**config.mk**
```make
export PLATFORM = sky130hd
export DESIGN_NAME = cpu_bus_capture
export DESIGN_NICKNAME = d
export VERILOG_FILES = /design/src/design/cpu_bram_pkg.sv /design/src/design/cpu_bus_capture.sv
export SDC_FILE = /design/constraint.sdc
export NUM_CORES = 1
export LEC_CHECK = 0
export BUFFER_PORTS_ARGS = -buffer_cell sky130_fd_sc_hd__buf_4
export CAP_MARGIN = 20
export CORE_UTILIZATION = 45
export DETAILED_ROUTE_END_ITERATION = 6
export GPL_ROUTABILITY_DRIVEN = 1
export MAX_ROUTING_LAYER = met4
export PLACE_DENSITY = 0.75
export SETUP_SLACK_MARGIN = 0.4
export SLEW_MARGIN = 30
export SYNTH_ARGS = -nofsm -noshare
export SYNTH_HDL_FRONTEND = slang
export SYNTH_SLANG_ARGS = --single-unit
```
**constraint.sdc**
```tcl
create_clock -name CPU_CKIO -period 3.3 [get_ports CPU_CKIO]
set_input_delay 0.825 -clock CPU_CKIO [delete_from_list [all_inputs] [get_ports CPU_CKIO]]
set_output_delay 0.825 -clock CPU_CKIO [all_outputs]
set_load 0.05 [all_outputs]
```
**src/design/cpu_bram_pkg.sv**
```systemverilog
/*
 * CPU BRAM package
 * Target select encoding, controller register map, memory sizes and the
 * packed structs that carry writes and control values between blocks
 */
package cpu_bram_pkg;

  // CPU address and data layout
  localparam int CPU_ADDR_W = 17;
  localparam int BUS_ADDR_W = 14;
  localparam int BUS_DATA_W = 16;
  localparam int MEM_ADDR_W = 16;

  // Segment widths, prepended above the word address
  localparam int MOD_SEG_BITS = 1;
  localparam int STM_SEG_BITS = 2;

  // Memory depths in words
  localparam int MOD_DEPTH = 2 ** (MOD_SEG_BITS + BUS_ADDR_W);
  localparam int NORMAL_DEPTH = 512;
  localparam int STM_DEPTH = 2 ** (STM_SEG_BITS + BUS_ADDR_W);

  // Target select from address bits 16..15
  typedef enum logic [1:0] {
    BRAM_SEL_CONTROLLER = 2'd0,
    BRAM_SEL_MOD        = 2'd1,
    BRAM_SEL_NORMAL     = 2'd2,
    BRAM_SEL_STM        = 2'd3
  } bram_sel_e;

  // Controller register map
  localparam logic [BUS_ADDR_W-1:0] ADDR_CTL_REG = 14'd0;
  localparam logic [BUS_ADDR_W-1:0] ADDR_MOD_MEM_SEGMENT = 14'd1;
  localparam logic [BUS_ADDR_W-1:0] ADDR_STM_MEM_SEGMENT = 14'd2;
  localparam logic [BUS_ADDR_W-1:0] ADDR_MOD_CYCLE = 14'd3;
  localparam logic [BUS_ADDR_W-1:0] ADDR_SILENT_STEP = 14'd4;
  localparam logic [BUS_ADDR_W-1:0] ADDR_STM_CYCLE = 14'd5;

  // Bits of the control register
  localparam int CTL_REG_FORCE_FAN_BIT = 0;
  localparam int CTL_REG_SYNC_BIT = 1;

  // One decoded bus write, 32 bits
  typedef struct packed {
    bram_sel_e              sel;
    logic [BUS_ADDR_W-1:0]  addr;
    logic [BUS_DATA_W-1:0]  data;
  } bus_write_t;

  // Write into one memory, address already carries the segment
  typedef struct packed {
    logic [MEM_ADDR_W-1:0]  addr;
    logic [BUS_DATA_W-1:0]  data;
  } mem_write_t;

  // Control values for the rest of the chip, 50 bits
  typedef struct packed {
    logic                   force_fan;
    logic                   sync;
    logic [BUS_DATA_W-1:0]  mod_cycle;
    logic [BUS_DATA_W-1:0]  silent_step;
    logic [BUS_DATA_W-1:0]  stm_cycle;
  } ctl_out_t;

endpackage

```
**src/design/cpu_bus_capture.sv**
```systemverilog
/*
 * CPU bus capture
 * Samples the SRAM-style CPU pins and emits a single write strobe at the
 * start of each phase where chip select and write enable are both low
 */
module cpu_bus_capture (
  input  logic                                 CPU_CKIO,
  input  logic                                 rst,
  input  logic [cpu_bram_pkg::CPU_ADDR_W-1:0]  cpu_addr,
  input  logic [cpu_bram_pkg::BUS_DATA_W-1:0]  cpu_data,
  input  logic                                 cpu_cs1_n,
  input  logic                                 cpu_we0_n,
  output logic                                 wr_stb,
  output cpu_bram_pkg::bus_write_t             wr
);

  logic [cpu_bram_pkg::CPU_ADDR_W-1:0] addr_q;
  logic [cpu_bram_pkg::BUS_DATA_W-1:0] data_q;
  logic cs_n_q;
  logic we_n_q;
  logic wr_active;
  logic wr_active_q;
  logic wr_start;

  assign wr_active = ~cs_n_q & ~we_n_q;
  // Rising edge of the active phase, so a long WE low gives one write
  assign wr_start = wr_active & ~wr_active_q;

  always_ff @(posedge CPU_CKIO) begin
    if (rst) begin
      cs_n_q <= 1'b1;
      we_n_q <= 1'b1;
      wr_active_q <= 1'b0;
      wr_stb <= 1'b0;
    end else begin
      cs_n_q <= cpu_cs1_n;
      we_n_q <= cpu_we0_n;
      wr_active_q <= wr_active;
      wr_stb <= wr_start;
    end
  end

  // Address bit 0 is a byte lane and not used
  always_ff @(posedge CPU_CKIO) begin
    addr_q <= cpu_addr;
    data_q <= cpu_data;
    if (wr_start) begin
      wr.sel <= cpu_bram_pkg::bram_sel_e'(addr_q[16:15]);
      wr.addr <= addr_q[14:1];
      wr.data <= data_q;
    end
  end

endmodule

```
* After elaboration in Yosys (flattened, before gate mapping)
Index checks and enable logic that the tools add are counted.
** Word-level totals
- Input port bits :: 37
- Logic and storage cells :: 14
- Output and inout port bits :: 33
- Bits in registers :: 69
** Operators by class
- Bitwise logic cells :: 5
** Operators with widths (count)
- inverter 1 bit :: 3
- bitwise AND 1 bit :: 2

* Longest topological paths before layout
- Depth after elaboration :: 3
- Mapped depth :: 1
- Mapped depth without buffers :: 1

* Worst setup path after synthesis
OpenSTA, ideal clock, no wires.
- Path kind :: register to register
- From :: register we_n_q
- To :: register wr[0] in the netlist's numbering (enable)
- Setup time :: 0.461 ns
- Clock period less this slack :: 3.026 ns
- Stages on the path, launching flop included :: 2
- Data arrival time :: 2.565 ns
- Path buffers :: 0
- Setup slack :: 0.274 ns
- Data required time :: 2.839 ns
- Cell sequence :: dfxtp_1 nor3_1
** Between the ends
- Word-level cells in the longest chain between the ends :: 3
** RTL lines
- start: declaration :: RTL line cpu_bus_capture.sv:20 : logic we_n_q;
- start signal: assignment :: RTL line cpu_bus_capture.sv:37 : we_n_q <= cpu_we0_n;
- inverter 1 bit :: RTL line cpu_bus_capture.sv:25 : assign wr_active = ~cs_n_q & ~we_n_q;
- bitwise AND 1 bit :: RTL line cpu_bus_capture.sv:25
- bitwise AND 1 bit :: RTL line cpu_bus_capture.sv:27 : assign wr_start = wr_active & ~wr_active_q;
- via wr_start :: RTL line cpu_bus_capture.sv:23 : logic wr_start;
- end: declaration :: RTL line cpu_bus_capture.sv:14 : output cpu_bram_pkg::bus_write_t wr
The timed path passes the listed nets, and every way through them passes these cells.
A chain may end at the register's enable or synchronous reset.

* Final worst setup path
- From :: register wr[10] in the netlist's numbering
- To :: output wr[10] in the netlist's numbering
No word-level cell between the ends.

==> results.rst <==
.. list-table::
   :header-rows: 1

   * - Metric
     - Value
   * - Synth Instances
     - 73
   * - Post_cts resized
     - 0
   * - Post-Layout Inst Area
     - 2490 um2
   * - Initial DRC Count
     - 26
   * - Instance area after placement
     - 2310 um2
   * - Detail Placement HPWL
     - 1790 um
   * - Die Outline Area
     - 4070 um2
   * - Transition time at the pin with the least slew margin
     - 0.638 ns
   * - Worst IR Drop VDD
     - 0.000398 V
   * - # hold bufs at CTS
     - 0
   * - Clk Latency, worst-skew pair
     - 0.32 ns
   * - Cells along the critical path
     - buf_4
   * - Maximum clock frequency
     - 578 MHz
   * - Register area share after synthesis
     - 98.0%
   * - Number of nets in the finished design
     - 190
   * - Final GP Congestion
     - 0.685
   * - Number of antenna violations at the first check in global routing
     - 0
   * - Max Buffers Root-to-Sink
     - 2
   * - Met1 Routed Length
     - 949 um
   * - Max-slew headroom at the worst pin
     - 57.3%
   * - Vertical die dimension
     - 63.8 um
   * - Outcome
     - finished clean
   * - Sequential cell area
     - 1680 um2
   * - Aggregate global-route resource usage
     - 14.7%
   * - Number of clock sinks
     - 68
   * - Top routing layer in use
     - met4
   * - Clock tree from TritonCTS
     - done
   * - Total area of multi-input combinational cells
     - 46.3 um2
   * - Fin. max-slew vios
     - 0
   * - Post-Route WL
     - 2540 um
   * - Setup total negative slack
     - 0 ns
   * - Element type at the critical path start
     - flip-flop
   * - Mapped Area
     - 1720 um2
   * - Setup repair after global routing missed its margin
     - false
   * - Number of maximum-capacitance constraint violations
     - 0
   * - Number of iterations in the first detailed-routing pass
     - 3
   * - Clock transition at the registers of the reported paths
     - 0.06 ns
   * - Worst-path maximum fanout
     - 1
   * - Post-CTS Setup Inserts
     - 0
   * - Critical Path End Type
     - output pin
   * - Final setup vio count
     - 0
   * - Worst path buffer plus inverter count
     - 1
   * - Power density relative to cell area
     - 639 nW/um2
   * - Number of global-route vias before repair
     - 888
   * - Minimum clock period
     - 1.73 ns
   * - Critical Setup Path Class
     - reg2out
   * - Vias after detailed routing
     - 864
   * - Wire length on met3
     - 197 um
   * - Leakage dissipation
     - 1.03 nW
   * - Class of the most critical hold timing path
     - reg2reg
   * - CP peak stage delay
     - 0.38 ns
   * - Detailed-route vias per instance
     - 4.19
   * - Wirelength per Cell
     - 12.3 um
   * - Remaining antenna violation count after routing
     - 0
   * - Mean instance size in the synthesized netlist
     - 23.5 um2
   * - Antenna Diode Count
     - 0
   * - Horizontal die dimension
     - 63.8 um
   * - Total clock buffers created by CTS
     - 9
   * - Dominant delay contributor by cell family on the critical path
     - flip-flops
   * - Number of synthesis warnings
     - 0
   * - Distinct cell type count after synthesis
     - 5
   * - Area growth syn-to-layout
     - 44.9%
   * - Most common library cell in the layout ignoring fill and taps
     - buf_4
   * - Length of routed met2 wiring
     - 1320 um
   * - Final critical-path setup slack
     - 1.57 ns
   * - # H-tree levels
     - 3
   * - Post-Place Setup Slack
     - 1.65 ns
   * - Hold violation count in the final report
     - 0
   * - # rows
     - 22
   * - Pin count of the biggest net entering global routing
     - 20
   * - Clock tree root buffer cell
     - clkbuf_8
   * - Crit share post-route
     - 52.4%
   * - Fraction of layout cells with a size suffix above 1
     - 53.2%
   * - Number of inserted filler cells in the final layout
     - 239
   * - Input/output buffers
     - 68
   * - DRC errors left
     - 0
   * - Residual overflow from global routing
     - 0
   * - CP required
     - 2.47 ns
   * - Global-route wire length before repair
     - 3970 um
   * - Most frequent cells in the layout
     - buf_4 (69), dfxtp_1 (36), edfxtp_1 (32), clkbuf_8 (12), clkbuf_1 (3)
   * - Starting density of the core
     - 46.9%
   * - Core region area
     - 3660 um2
   * - Syn Nets
     - 110
   * - Data arrival time of the critical path
     - 0.90 ns
   * - Number of synthesized register bits
     - 68
   * - I/O Pins
     - 70
   * - Final Core Density
     - 67.9%
   * - Worst-path cell with the longest stage delay
     - edfxtp_1
   * - Clk_skew
     - 0.00379 ns
## per-stage QoR
step / hold WS [ns] / std cells / total power, W
floorplan: 0.386 / 73 / 0.000966
global placement: 0.386 / 190 / 0.00101
detailed placement: 0.390 / 190 / 0.00101
CTS: 0.402 / 206 / 0.00161
global route: 0.410 / 206 / 0.00166
finish: 0.403 / 206 / 0.00159
## layout make-up
type                    instances  share of cell area [%]
well taps                      48                    2.41
clock buffers                  15                    7.09
repair buffers                 69                    20.8
multi-input cells               5                    1.86
clock inverters                 1                   0.201
flip-flops and latches         68                    67.6
## worst reg2reg max path, delay by kind of cell, from the launching register on
kind                   cells  cell delay (ns)
buffers and inverters      1             0.38
DFF                        1             0.36
and+or+nand+nor            1             0.58
## metal layers
layer,vias up,GRT usage (%)
met4,0,11.1
met5,-,-
met2,44,22.9
li1,419,-
met3,7,5.89
met1,394,14.9
## cell families after synthesis
family	synth area share [%]
flops	98.0
simple gates	2.04
## registers in the layout, summed over array words and instances (netlist names)
signal	cells
data_q	16
cs_n_q	1
addr_q	16
wr	32
we_n_q	1
wr_active_q	1
wr_stb	1
## power by group
group	total [W]	internal [W]	switching (W)
clock	0.000596	0.000334	0.000262
sequential	0.000923	0.000913	0.00000923
combinational	0.0000709	0.0000355	0.0000354
## synth_stat cells
cell type / n / area (um2)
or2_1: 2 / 12.5
edfxtp_1: 32 / 961
nor4_2: 1 / 12.5
nor3_1: 2 / 10.0
dfxtp_1: 36 / 721
## final timing paths
| check | startpoint | end | slack, ns | depth (start not counted) |
|---|---|---|---|---|
| min | data_q[8] | wr[8] | 0.40 | 0 |
| max | wr[10] | wr[10] | 1.57 | 1 |
| min reg2reg | data_q[8] | wr[8] | 0.40 | 0 |
| max reg2reg | we_n_q | wr[13] | 1.66 | 2 |
Power figures use the tool's default switching activity.
