### config.mk
export PLATFORM = sky130hd
export DESIGN_NAME = ctrl_regfile
export DESIGN_NICKNAME = d
export VERILOG_FILES = /design/src/design/cpu_bram_pkg.sv /design/src/design/ctrl_regfile.sv
export SDC_FILE = /design/constraint.sdc
export NUM_CORES = 1
export LEC_CHECK = 0
export BUFFER_PORTS_ARGS = -buffer_cell sky130_fd_sc_hd__buf_2
export CAP_MARGIN = 20
export CORE_ASPECT_RATIO = 1.2
export CORE_UTILIZATION = 46
export CTS_CLUSTER_DIAMETER = 100
export DETAILED_ROUTE_END_ITERATION = 8
export PLACE_DENSITY_LB_ADDON = 0.08
export SKIP_CTS_REPAIR_TIMING = 1
export SYNTH_ARGS = -nofsm -noshare
export SYNTH_HDL_FRONTEND = slang
export SYNTH_SLANG_ARGS = --single-unit
### constraint.sdc
create_clock -name CPU_CKIO -period 1.6 [get_ports CPU_CKIO]
set_input_delay 0.08 -clock CPU_CKIO [delete_from_list [all_inputs] [get_ports CPU_CKIO]]
set_output_delay 0.08 -clock CPU_CKIO [all_outputs]
set_load 0.01 [all_outputs]
### src/design/cpu_bram_pkg.sv
/*
 * CPU BRAM package
 * Target select encoding, controller register map, memory sizes and the
 * packed structs that carry writes and control values between blocks
 */
package cpu_bram_pkg;

  // CPU address and data layout
  localparam int CPU_ADDR_W = 17;
  localparam int BUS_ADDR_W = 14;
  localparam int BUS_DATA_W = 16;
  localparam int MEM_ADDR_W = 16;

  // Segment widths, prepended above the word address
  localparam int MOD_SEG_BITS = 1;
  localparam int STM_SEG_BITS = 2;

  // Memory depths in words
  localparam int MOD_DEPTH = 2 ** (MOD_SEG_BITS + BUS_ADDR_W);
  localparam int NORMAL_DEPTH = 512;
  localparam int STM_DEPTH = 2 ** (STM_SEG_BITS + BUS_ADDR_W);

  // Target select from address bits 16..15
  typedef enum logic [1:0] {
    BRAM_SEL_CONTROLLER = 2'd0,
    BRAM_SEL_MOD        = 2'd1,
    BRAM_SEL_NORMAL     = 2'd2,
    BRAM_SEL_STM        = 2'd3
  } bram_sel_e;

  // Controller register map
  localparam logic [BUS_ADDR_W-1:0] ADDR_CTL_REG = 14'd0;
  localparam logic [BUS_ADDR_W-1:0] ADDR_MOD_MEM_SEGMENT = 14'd1;
  localparam logic [BUS_ADDR_W-1:0] ADDR_STM_MEM_SEGMENT = 14'd2;
  localparam logic [BUS_ADDR_W-1:0] ADDR_MOD_CYCLE = 14'd3;
  localparam logic [BUS_ADDR_W-1:0] ADDR_SILENT_STEP = 14'd4;
  localparam logic [BUS_ADDR_W-1:0] ADDR_STM_CYCLE = 14'd5;

  // Bits of the control register
  localparam int CTL_REG_FORCE_FAN_BIT = 0;
  localparam int CTL_REG_SYNC_BIT = 1;

  // One decoded bus write, 32 bits
  typedef struct packed {
    bram_sel_e              sel;
    logic [BUS_ADDR_W-1:0]  addr;
    logic [BUS_DATA_W-1:0]  data;
  } bus_write_t;

  // Write into one memory, address already carries the segment
  typedef struct packed {
    logic [MEM_ADDR_W-1:0]  addr;
    logic [BUS_DATA_W-1:0]  data;
  } mem_write_t;

  // Control values for the rest of the chip, 50 bits
  typedef struct packed {
    logic                   force_fan;
    logic                   sync;
    logic [BUS_DATA_W-1:0]  mod_cycle;
    logic [BUS_DATA_W-1:0]  silent_step;
    logic [BUS_DATA_W-1:0]  stm_cycle;
  } ctl_out_t;

endpackage

### src/design/ctrl_regfile.sv
/*
 * Controller register file
 * Control word, memory segment numbers, cycle counts and silencer step,
 * written from the CPU bus and read back with one cycle of latency
 */
module ctrl_regfile (
  input  logic                                   CPU_CKIO,
  input  logic                                   rst,
  input  logic                                   reg_stb,
  input  cpu_bram_pkg::bus_write_t               reg_wr,
  input  logic [cpu_bram_pkg::BUS_ADDR_W-1:0]    rd_addr,
  output logic [cpu_bram_pkg::BUS_DATA_W-1:0]    rd_data,
  output cpu_bram_pkg::ctl_out_t                 ctl_out,
  output logic [cpu_bram_pkg::MOD_SEG_BITS-1:0]  mod_seg,
  output logic [cpu_bram_pkg::STM_SEG_BITS-1:0]  stm_seg
);

  localparam int MOD_SEG_PAD = cpu_bram_pkg::BUS_DATA_W - cpu_bram_pkg::MOD_SEG_BITS;
  localparam int STM_SEG_PAD = cpu_bram_pkg::BUS_DATA_W - cpu_bram_pkg::STM_SEG_BITS;

  logic [cpu_bram_pkg::BUS_DATA_W-1:0] ctl_reg;
  logic [cpu_bram_pkg::BUS_DATA_W-1:0] mod_cycle;
  logic [cpu_bram_pkg::BUS_DATA_W-1:0] silent_step;
  logic [cpu_bram_pkg::BUS_DATA_W-1:0] stm_cycle;

  always_ff @(posedge CPU_CKIO) begin
    if (rst) begin
      ctl_reg <= '0;
      mod_seg <= '0;
      stm_seg <= '0;
      mod_cycle <= '0;
      silent_step <= '0;
      stm_cycle <= '0;
    end else if (reg_stb) begin
      case (reg_wr.addr)
        cpu_bram_pkg::ADDR_CTL_REG:
          ctl_reg <= reg_wr.data;
        cpu_bram_pkg::ADDR_MOD_MEM_SEGMENT:
          mod_seg <= reg_wr.data[cpu_bram_pkg::MOD_SEG_BITS-1:0];
        cpu_bram_pkg::ADDR_STM_MEM_SEGMENT:
          stm_seg <= reg_wr.data[cpu_bram_pkg::STM_SEG_BITS-1:0];
        cpu_bram_pkg::ADDR_MOD_CYCLE:
          mod_cycle <= reg_wr.data;
        cpu_bram_pkg::ADDR_SILENT_STEP:
          silent_step <= reg_wr.data;
        cpu_bram_pkg::ADDR_STM_CYCLE:
          stm_cycle <= reg_wr.data;
        default: ;
      endcase
    end
  end

  // Unmapped addresses read as zero
  always_ff @(posedge CPU_CKIO) begin
    case (rd_addr)
      cpu_bram_pkg::ADDR_CTL_REG:         rd_data <= ctl_reg;
      cpu_bram_pkg::ADDR_MOD_MEM_SEGMENT: rd_data <= {{MOD_SEG_PAD{1'b0}}, mod_seg};
      cpu_bram_pkg::ADDR_STM_MEM_SEGMENT: rd_data <= {{STM_SEG_PAD{1'b0}}, stm_seg};
      cpu_bram_pkg::ADDR_MOD_CYCLE:       rd_data <= mod_cycle;
      cpu_bram_pkg::ADDR_SILENT_STEP:     rd_data <= silent_step;
      cpu_bram_pkg::ADDR_STM_CYCLE:       rd_data <= stm_cycle;
      default:                            rd_data <= '0;
    endcase
  end

  always_comb begin
    ctl_out.force_fan = ctl_reg[cpu_bram_pkg::CTL_REG_FORCE_FAN_BIT];
    ctl_out.sync = ctl_reg[cpu_bram_pkg::CTL_REG_SYNC_BIT];
    ctl_out.mod_cycle = mod_cycle;
    ctl_out.silent_step = silent_step;
    ctl_out.stm_cycle = stm_cycle;
  end

endmodule

[After elaboration in Yosys (flattened, before gate mapping)]
Cells that the tools add are included.
Operators by class
  reductions and logical operators: 8
  bitwise logic cells: 0
  mux-type cells: 1
  $lt $le $gt $ge: 0
  div/mod/pow operators: 0
  eq/ne operators: 10
  shift-type cells: 0
  add/subtract/negate cells: 0
  multiply operators: 0
Operator list (number)
  $pmux W16 S6: 1
  $eq A14 B2 Y1 const B: 4
  $eq A14 B3 Y1 const B: 4
  $eq A14 B1 Y1 const B: 2
  $logic_not A14 Y1: 2
  $reduce_and A2 Y1: 6
Storage, ports and cells
  RAM bits: 0
  memories kept: 0
  word-level logic and storage cells: 26
  flip-flop bits (word level): 83
  bits in read-only memories: 0
  bits in latches: 0

[Logic depth before layout (Yosys ltp)]
  depth after elaboration: 2
  depth in mapped cells: 6
  gate-level depth less buffers: 4

[Worst setup path before layout]
OpenSTA, ideal clock, no wires.
  path kind: input to register
  from: in reg_wr[25] (netlist name)
  to: reg mod_cycle[10] (netlist name)
  path buffers: 2
  cell stages on the path: 6
  path slack: -178 ps
  data arrival time: 1658 ps
  cell sequence: or4_4 -> nor4_4 -> or3b_1 -> buf_6 -> buf_12 -> mux2i_1
On the way
  cells in the longest elaborated chain, start to end: 2
Ends and longest elaborated chain
  start: declaration: RTL line ctrl_regfile.sv:10  | input cpu_bram_pkg::bus_write_t reg_wr,
  $eq A14 B2 Y1: RTL line ctrl_regfile.sv:35  | case (reg_wr.addr)
  $reduce_and A2 Y1 (no source line)
  end signal: assignment: RTL line ctrl_regfile.sv:43  | mod_cycle <= reg_wr.data;
  end: declaration: RTL line ctrl_regfile.sv:22  | logic [cpu_bram_pkg::BUS_DATA_W-1:0] mod_cycle;
No other way between the ends.
A chain may end at the register's enable or synchronous reset.

[Worst setup path after layout]
  from: in reg_wr[25] (netlist name)
  to: reg stm_seg[0] (netlist name)
On the way
  cells in the longest elaborated chain, start to end: 2
Ends and longest elaborated chain
  $eq A14 B2 Y1: RTL line ctrl_regfile.sv:35
  $reduce_and A2 Y1 (no source line)
  end signal: assignment: RTL line ctrl_regfile.sv:41  | stm_seg <= reg_wr.data[cpu_bram_pkg::STM_SEG_BITS-1:0];
  end: declaration: RTL line ctrl_regfile.sv:15  | output logic [cpu_bram_pkg::STM_SEG_BITS-1:0] stm_seg
No other way between the ends.

==> results.md <==
Global route:
- The initial antenna violation count is 0.
- The via count of the first global-routing pass is 2839.
- Global routing consumed, over all layers together, 21.30% of the routing resources.
- Entering global routing, the biggest net connects 31 pins.
- After global routing the overflow that remains totals 0.
- The global-route wire length before repair is 14060 um.

Clock tree:
- No sink is reached through more buffers than the 2 on the longest clock path.
- CTS saw 83 sinks.
- The clock-pin slew of the registers on the worst-case setup and hold paths is about 0.080 ns.
- TritonCTS built the clock tree.
- The cell at the root of the clock tree is clkbuf_8.
- The H-tree level count is 3.
- Clock latency on the worst-skew pair, taken at its later pin, is roughly 0.35 ns.
- The TritonCTS buffer count is 9.

Power and ir drop:
- Of the total power, the clock network draws 39.5%.
- The worst IR drop on VDD is around 0.00053 V.
- Of the total power, the share spent switching nets is between 20% and 30%.
- In this run, flip-flops and latches consume 54.7% of the power.
- The power density relative to cell area is 814.6 mW/mm^2.
- The share of total power in combinational logic is 5.8%.
- Cell internal power was estimated by the tool at 0.002928 W.
- In this run the static leakage power is ~2.3 nW.
- For this design the total switching power over the nets is about 0.00084 W.

Finish:
- Fill cells in the final layout number 710.
- Relative to the synthesized area, the layout overhead comes to 26.13%.
- After the last flow step, the layout net total stands at 526.
- The core occupancy in the finished layout is 60.10%.
- In the layout the commonest cells are buf_2 (115), nand2b_1 (84), dfxtp_1 (83), mux2i_1 (69).
- Cells with a size suffix above 1 make up between 30% and 40% of the layout.
- The final instance count without filler cells is 573.
- The repair_antennas step left the layout with diodes totalling 0.
- Leaving out fill and tap cells, the most frequent cell in the layout is buf_2.

STA:
- Timing would allow up to 682.9 MHz.
- The count of final hold-check violations is 0.
- The clock period minus final worst setup slack is 1.464 ns.
- The count of final max-slew check failures is 0.
- The transition at the pin with the smallest max-transition slack is 0.3526 ns.
- The final setup skew is approximately 0.0064 ns.
- The worst slew margin relative to its limit is approximately 76%.
- The count of final setup violators is 0.
- Setup repair after global routing left no endpoint under its margin.
- The accumulated negative setup slack is 0 ns.
- The share of the clock period used by the worst path is 91.52%.

Synthesis:
- The total standard cell area after synthesis is 0.003672 sq mm.
- The share of the Yosys chip area taken by registers is 45.25%.
- Synthesis inferred 83 register bits.
- The synthesis warning total is 0.
- The distinct cell type count of the synthesized netlist is 30.
- In this run, synthesis inferred 0 flip-flops with an integrated enable.
- The post-synthesis instance total is 355.
- The main flop type after synthesis is dfxtp_1.
- Each instance of the synthesized netlist takes up on average about 10 sq um.
- The async set-or-reset flop fraction in the synthesized netlist is 0%.
- Synthesis produced a netlist with a net count of 404.

Placed design:
- The port buffer count is 115.
- Routability-driven placement finished with a final weighted congestion of 0.7653.
- The number of placed instances, taps included, is 558.
- The placed wire-length estimate after detailed placement is 6125 um.

Routing:
- In this run, the number of DRC markers left after iteration 0 of detailed routing was 98.
- The detailed router placed 2936 vias in this run.
- The remaining routing DRC violations is 0.
- The post-route antenna net violation count is 0.
- In the routed layout, each cell is associated on average with a via count of slightly above 5.
- After detailed routing, the total wire length is 8729 um.
- In the final routed layout, each cell accounts on average for 15.23 um.
- The first detailed-routing pass ran for 4 iterations.

Run:
- The count of max-cap constraint violations is 0.

Worst setup path:
- The nature of the critical path endpoint is a flip-flop.
- On the critical path the largest part of the delay comes from simple AND/OR/NAND/NOR gates.
- The element type at the critical path start is a primary input.
- The critical path contains buffers and inverters numbering 2 combined.
- The slowest stage of the critical path belongs to the cell or4_4.
- Along the worst path, the maximum fanout reaches 4.
- The worst endpoint required time is approximately 1.8 ns.
- Walking the worst path, the cells encountered are buf_2, or4_4, nor4_4, buf_4, or4b_1, mux2i_1.
- The stage delay of the slowest cell on the critical path is 0.56 ns.
- The arrival time at the worst endpoint is 1.69 ns.
- The classification of the worst setup path is in2reg.

Floorplanning:
- The width of the die is 83.57 um.
- The floorplan core area is 0.007707 sq mm.
- During I/O placement, the number of pins put on the boundary was 118.
- The number of placement rows is 35.
- For this configuration, the core starts out at a cell density of 47.65%.
- From bottom edge to top edge, the die measures 99.88 um.
- The die covers around 0.0083 sq mm.

Hold path:
- The class of the most critical hold timing path is in2reg.

Status:
- The run finished with clean final reports.
## logic make-up (layout without fill, tap and decap cells)
group	after synthesis	after routing	synth area share [%]
muxes	84	84	23.71
and+or+nand+nor	131	131	21.81
AOI/OAI and AO/OA	32	32	5.383
DFF	83	83	45.25
buffers and inverters	25	151	3.850
## cell type report
type	count	area, sq um	area share, %
tap	92	115.1	2.485
clock inverter	4	51.30	1.108
inverter	1	3.754	0.08104
sequential	83	1662	35.87
multi-input combinational	247	1896	40.92
timing repair buffer	135	763.2	16.48
clock buffer	11	141.4	3.052
## metal layers
| metal | GRT usage (%) | routed length, um | vias up |
|---|---|---|---|
| met2 | 34.27 | 4147 | 71 |
| li1 | - | - | 1465 |
| met4 | 9.518 | 166 | 0 |
| met1 | 28.13 | 4010 | 1386 |
| met5 | 0 | 0 | - |
| met3 | 3.701 | 404 | 14 |
## synth_stat cells (all sizes together) (2+ instances only)
cell type  instances  share of area [%]
nand2b            84                 14
dfxtp             83                 45
mux2i             69                 19
nand2             19                2.1
a21oi             16                2.2
clkbuf            16                1.6
a22oi             14                2.9
mux2              14                4.3
buf                8                2.1
nor3               4               0.55
nor3b              4               0.82
nor4               4                1.1
nor2               3               0.31
a31oi              2               0.34
nand3              2               0.27
nand3b             2               0.41
or2                2               0.34
or3                2               0.34
or3b               2               0.48
## path summary, 6_finish.rpt
check                    start          to  slack, ns  cells past startpoint
hold / removal      rd_addr[3]  rd_data[0]      0.009                      2
hold reg to reg   mod_cycle[2]  rd_data[2]       0.47                      2
setup / recovery    reg_wr[25]  stm_seg[0]       0.14                      6
setup reg to reg  stm_cycle[0]  rd_data[0]       0.46                      3
## metrics by stage
step           power, W  hold WS [ns]  setup WS (ns)  cell area (sq um)
2_1_floorplan  0.002229        0.1593        -0.1107               3684
3_5_place_dp   0.002332        0.3825        -0.2176               4439
6_report       0.003773      0.008962         0.1358               4632
3_3_place_gp   0.002330        0.3644        -0.2038               4439
5_1_grt        0.003917       0.01307        0.07972               4632
4_1_cts        0.003816     -0.004541         0.1519               4632
## power groups by stage
| stage | sequential [W] | combinational [W] | clock [W] |
|---|---|---|---|
| after detailed placement | 0.00211 | 0.000220 | 0 |
| after global routing | 0.00206 | 0.000238 | 0.00161 |
| final | 0.00206 | 0.000220 | 0.00149 |
| after global placement | 0.00211 | 0.000218 | 0 |
| after CTS | 0.00206 | 0.000221 | 0.00153 |
| after floorplan | 0.00211 | 0.000117 | 0 |
Note: power is estimated with default switching activity, not from simulation.
