--- src/design/cpu_bram_pkg.sv ---
/*
 * CPU BRAM package
 * Target select encoding, controller register map, memory sizes and the
 * packed structs that carry writes and control values between blocks
 */
package cpu_bram_pkg;

  // CPU address and data layout
  localparam int CPU_ADDR_W = 17;
  localparam int BUS_ADDR_W = 14;
  localparam int BUS_DATA_W = 16;
  localparam int MEM_ADDR_W = 16;

  // Segment widths, prepended above the word address
  localparam int MOD_SEG_BITS = 1;
  localparam int STM_SEG_BITS = 2;

  // Memory depths in words
  localparam int MOD_DEPTH = 2 ** (MOD_SEG_BITS + BUS_ADDR_W);
  localparam int NORMAL_DEPTH = 512;
  localparam int STM_DEPTH = 2 ** (STM_SEG_BITS + BUS_ADDR_W);

  // Target select from address bits 16..15
  typedef enum logic [1:0] {
    BRAM_SEL_CONTROLLER = 2'd0,
    BRAM_SEL_MOD        = 2'd1,
    BRAM_SEL_NORMAL     = 2'd2,
    BRAM_SEL_STM        = 2'd3
  } bram_sel_e;

  // Controller register map
  localparam logic [BUS_ADDR_W-1:0] ADDR_CTL_REG = 14'd0;
  localparam logic [BUS_ADDR_W-1:0] ADDR_MOD_MEM_SEGMENT = 14'd1;
  localparam logic [BUS_ADDR_W-1:0] ADDR_STM_MEM_SEGMENT = 14'd2;
  localparam logic [BUS_ADDR_W-1:0] ADDR_MOD_CYCLE = 14'd3;
  localparam logic [BUS_ADDR_W-1:0] ADDR_SILENT_STEP = 14'd4;
  localparam logic [BUS_ADDR_W-1:0] ADDR_STM_CYCLE = 14'd5;

  // Bits of the control register
  localparam int CTL_REG_FORCE_FAN_BIT = 0;
  localparam int CTL_REG_SYNC_BIT = 1;

  // One decoded bus write, 32 bits
  typedef struct packed {
    bram_sel_e              sel;
    logic [BUS_ADDR_W-1:0]  addr;
    logic [BUS_DATA_W-1:0]  data;
  } bus_write_t;

  // Write into one memory, address already carries the segment
  typedef struct packed {
    logic [MEM_ADDR_W-1:0]  addr;
    logic [BUS_DATA_W-1:0]  data;
  } mem_write_t;

  // Control values for the rest of the chip, 50 bits
  typedef struct packed {
    logic                   force_fan;
    logic                   sync;
    logic [BUS_DATA_W-1:0]  mod_cycle;
    logic [BUS_DATA_W-1:0]  silent_step;
    logic [BUS_DATA_W-1:0]  stm_cycle;
  } ctl_out_t;

endpackage

--- src/design/bram_router.sv ---
/*
 * BRAM router
 * Steers each bus write to the register file or one of the three memories,
 * adding the segment number for the modulation and STM memories, and
 * selects and registers the readback data
 */
module bram_router (
  input  logic                                   CPU_CKIO,
  input  logic                                   rst,
  input  logic                                   wr_stb,
  input  cpu_bram_pkg::bus_write_t               wr,
  input  logic [cpu_bram_pkg::MOD_SEG_BITS-1:0]  mod_seg,
  input  logic [cpu_bram_pkg::STM_SEG_BITS-1:0]  stm_seg,
  output logic                                   reg_stb,
  output cpu_bram_pkg::bus_write_t               reg_wr,
  output logic                                   mod_stb,
  output logic                                   normal_stb,
  output logic                                   stm_stb,
  output cpu_bram_pkg::mem_write_t               mem_wr,
  input  logic                                   rd_stb,
  input  cpu_bram_pkg::bram_sel_e                rd_sel,
  input  logic [cpu_bram_pkg::MEM_ADDR_W-1:0]    rd_addr,
  output logic [cpu_bram_pkg::BUS_ADDR_W-1:0]    reg_rd_addr,
  input  logic [cpu_bram_pkg::BUS_DATA_W-1:0]    reg_rd_data,
  input  logic [cpu_bram_pkg::BUS_DATA_W-1:0]    mod_rd_data,
  input  logic [cpu_bram_pkg::BUS_DATA_W-1:0]    normal_rd_data,
  input  logic [cpu_bram_pkg::BUS_DATA_W-1:0]    stm_rd_data,
  output logic [cpu_bram_pkg::MEM_ADDR_W-1:0]    mem_rd_addr,
  output logic                                   rd_valid,
  output logic [cpu_bram_pkg::BUS_DATA_W-1:0]    rd_data
);

  localparam int MOD_PAD = cpu_bram_pkg::MEM_ADDR_W - cpu_bram_pkg::MOD_SEG_BITS
                           - cpu_bram_pkg::BUS_ADDR_W;
  localparam int NORMAL_PAD = cpu_bram_pkg::MEM_ADDR_W - cpu_bram_pkg::BUS_ADDR_W;

  cpu_bram_pkg::bram_sel_e rd_sel_q;
  logic rd_pend_q;

  // Write strobe decode
  always_comb begin
    reg_stb = 1'b0;
    mod_stb = 1'b0;
    normal_stb = 1'b0;
    stm_stb = 1'b0;
    case (wr.sel)
      cpu_bram_pkg::BRAM_SEL_CONTROLLER: reg_stb = wr_stb;
      cpu_bram_pkg::BRAM_SEL_MOD:        mod_stb = wr_stb;
      cpu_bram_pkg::BRAM_SEL_NORMAL:     normal_stb = wr_stb;
      cpu_bram_pkg::BRAM_SEL_STM:        stm_stb = wr_stb;
      default: ;
    endcase
  end

  assign reg_wr = wr;

  // Memory address gets the segment above the word address
  always_comb begin
    mem_wr.data = wr.data;
    case (wr.sel)
      cpu_bram_pkg::BRAM_SEL_MOD:
        mem_wr.addr = {{MOD_PAD{1'b0}}, mod_seg, wr.addr};
      cpu_bram_pkg::BRAM_SEL_STM:
        mem_wr.addr = {stm_seg, wr.addr};
      default:
        mem_wr.addr = {{NORMAL_PAD{1'b0}}, wr.addr};
    endcase
  end

  // Read address goes straight to all sources
  assign reg_rd_addr = rd_addr[cpu_bram_pkg::BUS_ADDR_W-1:0];
  assign mem_rd_addr = rd_addr;

  always_ff @(posedge CPU_CKIO) begin
    if (rst) begin
      rd_pend_q <= 1'b0;
      rd_valid <= 1'b0;
    end else begin
      rd_pend_q <= rd_stb;
      rd_valid <= rd_pend_q;
    end
  end

  // Select follows the source read latency by one cycle
  always_ff @(posedge CPU_CKIO) begin
    rd_sel_q <= rd_sel;
    case (rd_sel_q)
      cpu_bram_pkg::BRAM_SEL_CONTROLLER: rd_data <= reg_rd_data;
      cpu_bram_pkg::BRAM_SEL_MOD:        rd_data <= mod_rd_data;
      cpu_bram_pkg::BRAM_SEL_NORMAL:     rd_data <= normal_rd_data;
      default:                           rd_data <= stm_rd_data;
    endcase
  end

endmodule

--- config.mk ---
export PLATFORM = sky130hd
export DESIGN_NAME = bram_router
export DESIGN_NICKNAME = d
export VERILOG_FILES = /design/src/design/cpu_bram_pkg.sv /design/src/design/bram_router.sv
export SDC_FILE = /design/constraint.sdc
export NUM_CORES = 1
export LEC_CHECK = 0
export ABC_AREA = 1
export BUFFER_PORTS_ARGS = -buffer_cell sky130_fd_sc_hd__buf_4
export CORE_AREA = 3 3 90 92
export DETAILED_ROUTE_END_ITERATION = 6
export DIE_AREA = 0 0 93 95
export PLACE_DENSITY = 0.69
export SYNTH_ARGS = -nofsm -noshare
export SYNTH_HDL_FRONTEND = slang
export SYNTH_SLANG_ARGS = --single-unit
--- constraint.sdc ---
create_clock -name CPU_CKIO -period 1.1 [get_ports CPU_CKIO]
set_input_delay 0.055 -clock CPU_CKIO [delete_from_list [all_inputs] [get_ports CPU_CKIO]]
set_output_delay 0.055 -clock CPU_CKIO [all_outputs]
set_load 0.1 [all_outputs]
### Yosys cells after proc, flatten, opt, wreduce, memory -nomap -nowiden

Cells that the tools add are included.

| word-level totals | value |
|---|---|
| output and inout port bits | 115 |
| register bits after elaboration | 20 |
| input bits | 121 |

| cells by class | value |
|---|---|
| reductions and logical operators | 2 |
| mux-type cells | 6 |
| eq/ne operators | 5 |

Operators with widths:

| cell | count |
|---|---|
| $pmux 16 s3 | 1 |
| $pmux 16 s2 | 1 |
| $eq 2x2->1 const B | 3 |
| $eq 2x1->1 const B | 2 |
| $logic_not 2->1 | 2 |
| $mux 1 | 4 |

### Depth between registers and ports, before layout

| logic depth | value |
|---|---|
| depth after elaboration | 2 |
| mapped depth | 5 |
| mapped depth without buffers | 3 |

### Least setup slack after synthesis

OpenSTA, ideal clock, no wires.

| timing path | value |
|---|---|
| kind | input to output |
| start point | input port wr[31] (netlist name) |
| end point | output port normal_stb |
| stages | 2 |
| required time | 1.045 ns |
| slack | -1.109 ns |
| arrival time | 2.154 ns |
| cell sequence | inv_1 nor3_1 |

| between the ends | value |
|---|---|
| longest elaborated chain between the ends | 2 |

RTL lines:

| what | RTL line | source |
|---|---|---|
| start, declared | bram_router.sv:11 | `input cpu_bram_pkg::bus_write_t wr,` |
| $eq 2x2->1 | bram_router.sv:46 | `case (wr.sel)` |
| $mux 1 | bram_router.sv:46 |  |
| end, declared | bram_router.sv:17 | `output logic normal_stb,` |

No other way between the ends.

### Final worst setup path

| timing path | value |
|---|---|
| start point | register rd_sel_q[1] |
| end point | register rd_data[0] (netlist name) |

| between the ends | value |
|---|---|
| longest elaborated chain between the ends | 2 |
| elaborated cells on any way between the ends | 4 |
| those cells by class | eq/ne: 2; mux: 1; reduce/logical: 1 |

RTL lines:

| what | RTL line | source |
|---|---|---|
| start, declared | bram_router.sv:37 | `cpu_bram_pkg::bram_sel_e rd_sel_q;` |
| start signal, assigned | bram_router.sv:86 | `rd_sel_q <= rd_sel;` |
| $eq 2x2->1, or another cell as far along | bram_router.sv:87 | `case (rd_sel_q)` |
| $pmux 16 s3 (*) | bram_router.sv:87 |  |
| end signal, assigned | bram_router.sv:88 | `cpu_bram_pkg::BRAM_SEL_CONTROLLER: rd_data <= reg_rd_data;` |
| end signal, assigned | bram_router.sv:89 | `cpu_bram_pkg::BRAM_SEL_MOD: rd_data <= mod_rd_data;` |
| end signal, assigned | bram_router.sv:90 | `cpu_bram_pkg::BRAM_SEL_NORMAL: rd_data <= normal_rd_data;` |
| end, declared | bram_router.sv:30 | `output logic [cpu_bram_pkg::BUS_DATA_W-1:0] rd_data` |

Every way passes the cells marked *; elsewhere a longest branch is shown, timed or not.
A chain may end at the register's enable or synchronous reset.

==> run_results.csv <==
group,metric,value,unit
synthesis,syn-cell-area,1690,um^2
worst_setup_path,crit_family,"simple AND/OR/NAND/NOR gates",
clock_network,cts_tree,"done",
clock_network,post_cts_buffers,0,
placement,gp_congestion,0.805,
min_path,min_path_type,"input port to register",
worst_setup_path,timing.rr.end,"rd_data[0]",
worst_setup_path,crit_chain,"buf_4, nor2_8, nand2_1, nand4_1",
route,first_pass_iters,6,
timing,worst_pin_slew,0.286,ns
synthesis,synth_top_area_cell,"buf_4",
clock_network,cts_root_buf,"clkbuf_8",
floorplanning,die_height,95,um
synthesis,ys_ff_latch,20,
grt,grt_max_degree,33,
worst_setup_path,cpMaxStageDelayCell,"dfxtp_1",
route,vias,1472,
clock_network,htreeDepth,1,
placement,post-place-cells,323,
route,route.detailed.drc,0,
floorplanning,dieArea,8840,um^2
cells_and_area,nNetsFinal,353,
timing,period_share,0.911,
synthesis,synth_edf_count,0,
worst_setup_path,path_buf_inv,1,
grt,grt_pass1_vias,1425,
synthesis,ys_seq_area_frac,0.237,
worst_setup_path,crit_path_end,"rd_data[0]",
worst_setup_path,cp.depth,4,
placement,dpl.hpwl,4.66,mm
worst_setup_path,crit_required,1.29,ns
synthesis,syn_nets,344,
worst_setup_path,cp_max_fo,16,
timing,finalSetupViolCount,0,
worst_setup_path,cp_slowest_stage_delay,0.37,ns
timing,hold_slack,0.00668,ns
cells_and_area,stdcell_area,1910,um^2
power_and_ir_drop,ir_worst_vdd,0.315,mV
synthesis,yosys-top-cells-area,"buf_4 43%, dfxtp_1 24%, nand3_1 15%",
timing,relSlewSlack,0.811,
clock_network,cts-buffers-inserted,3,
synthesis,ys.flop_type,"dfxtp_1",
worst_setup_path,critical_path_class,"register to register",
grt,grt_overflow,0,
floorplanning,die-width,93,um
placement,place_area,1840,um^2
synthesis,synth.top_cell.area_share,0.430,
timing,rsz0062_at_grt,"no",
synthesis,async_flop_share,0,
synthesis,synthTopCellsByCount,"97 x buf_4, 50 x nand3_1, 20 x dfxtp_1, 19 x nand2_1, 16 x nand4_1",
timing,fin_worst_skew,0.00230,ns
timing,timing.fmax,998,MHz
cells_and_area,fillCellCount,798,
worst_setup_path,cp.arrival,1.20,ns
worst_setup_path,startpoint,"rd_sel_q[1]",
floorplanning,placementRows,31,
worst_setup_path,rr_startpoint,"rd_sel_q[1]",
cells_and_area,layout-drive-gt1-share,0.500,
synthesis,synth_cell_type_count,12,
timing,drv_slew,0,
cells_and_area,diodes,0,
timing,fin_crit,1.00,ns
route,drtIter0Drc,48,
cells_and_area,area_delta_synth_final,12.8,%
worst_setup_path,cp-start-kind,"register",
clock_network,clk-insertion-delay-late,0.25,ns
outcome,status,"finished clean",
route,ant_nets,0,
clock_network,clk_pin_slew,0.07,ns
placement,io_buffers,99,
grt,antenna_found_initial,0,
worst_setup_path,reg2reg_slack,0.1,ns
route,wirelength,5.53,mm
power_and_ir_drop,cellLeakagePower,0.915,nW
grt,grt_pass1_wl,7.70,mm
floorplanning,core,7290,um^2
floorplanning,start_util,0.232,
synthesis,yosys_warnings,0,
clock_network,clock_sinks,20,
route,wire_per_inst,16.8,um
synthesis,syn_inst,223,
worst_setup_path,rr_worst_depth,4,
floorplanning,ioPinCount,236,
clock_network,clock_path_buffers,2,
grt,grt_use_total,0.113,
worst_setup_path,cp-end-kind,"register",
synthesis,yosysMostFrequentCell,"buf_4",
timing,final-hold-violation-count,0,
power_and_ir_drop,power_density,1260,nW/um^2
route,vias_per_cell,4.47,
synthesis,syn_avg_cell_area,7.59,um^2
cells_and_area,final_cells,329,
job,cap_violations,0,
==> placed cells by master (no fill, tap or decap) <==
cell | Yosys | final
clkbuf_8 | 0 | 3
buf_12 | 0 | 1
nor2_8 | 1 | 1
inv_4 | 2 | 2
nor2_1 | 5 | 2
nand4_1 | 16 | 16
nor2_2 | 0 | 3
nor3_2 | 0 | 2
inv_1 | 5 | 5
dfxtp_1 | 20 | 20
buf_4 | 97 | 103
nand3_1 | 50 | 50
dlygate4sd3_1 | 0 | 3
nand2_1 | 19 | 19
==> power breakdown <==
group	internal, mW	switching, mW
sequential	0.794	0.0253
clock	0.243	0.230
combinational	0.341	0.773
==> per-stage QoR <==
stage               TNS, ns  utilization  total power [mW]  worst slack, ns
finish                    0        0.262              2.41           0.0981
global route              0        0.262              2.49           0.0324
CTS                       0        0.262              2.43           0.0910
detailed placement        0        0.252              1.94            0.109
global placement          0        0.252              1.94           0.0929
floorplan            -0.521            -              3.13           -0.264
==> cell type report <==
class | count | area, um^2 | area share
tap | 99 | 124 | 0.0649
inverter | 7 | 31.3 | 0.0164
clock buffer | 3 | 41.3 | 0.0216
sequential | 20 | 400 | 0.210
timing repair buffer | 107 | 823 | 0.431
multi-input combinational | 93 | 488 | 0.256
==> per-layer routing <==
| layer | vias to the layer above | routed length [um] | global-route usage |
|---|---|---|---|
| li1 | 658 | - | - |
| met1 | 639 | 1690 | 0.101 |
| met2 | 151 | 2700 | 0.209 |
| met3 | 24 | 941 | 0.0542 |
| met4 | 0 | 198 | 0.0635 |
| met5 | - | 0 | 0 |
==> worst min path at each step <==
stage | endpoint | depth (start not counted) | start
2_1_floorplan | rd_sel_q[0] | 0 | rd_sel[0]
3_3_place_gp | mem_rd_addr[14] | 0 | rd_addr[14]
3_5_place_dp | mem_rd_addr[14] | 0 | rd_addr[14]
4_1_cts | rd_data[8] | 3 | reg_rd_data[8]
5_1_grt | rd_data[8] | 3 | reg_rd_data[8]
6_report | rd_data[2] | 3 | reg_rd_data[2]
==> timing repair <==
action / 4_1_cts / 5_1_grt
endpoints found under the hold margin: 4 / 0
gates resized for setup: 0 / 0
hold buffers: 3 / 0
==> state kept, by name, summed over array words and instances, names as in the netlist <==
signal / flops
rd_data: 16
rd_pend_q: 1
rd_sel_q: 2
rd_valid: 1
==> kinds of logic after synthesis <==
logic type	after synthesis	synth area share
buf+inv	110	0.485
flops	20	0.237
simple gates	93	0.278
==> worst min-delay path, delay by kind of cell <==
family	cells	cell delay, ns
buffers and inverters	1	0.08
AND/OR/NAND/NOR	2	0.09
No activity file was read; power rests on OpenSTA's default activity.
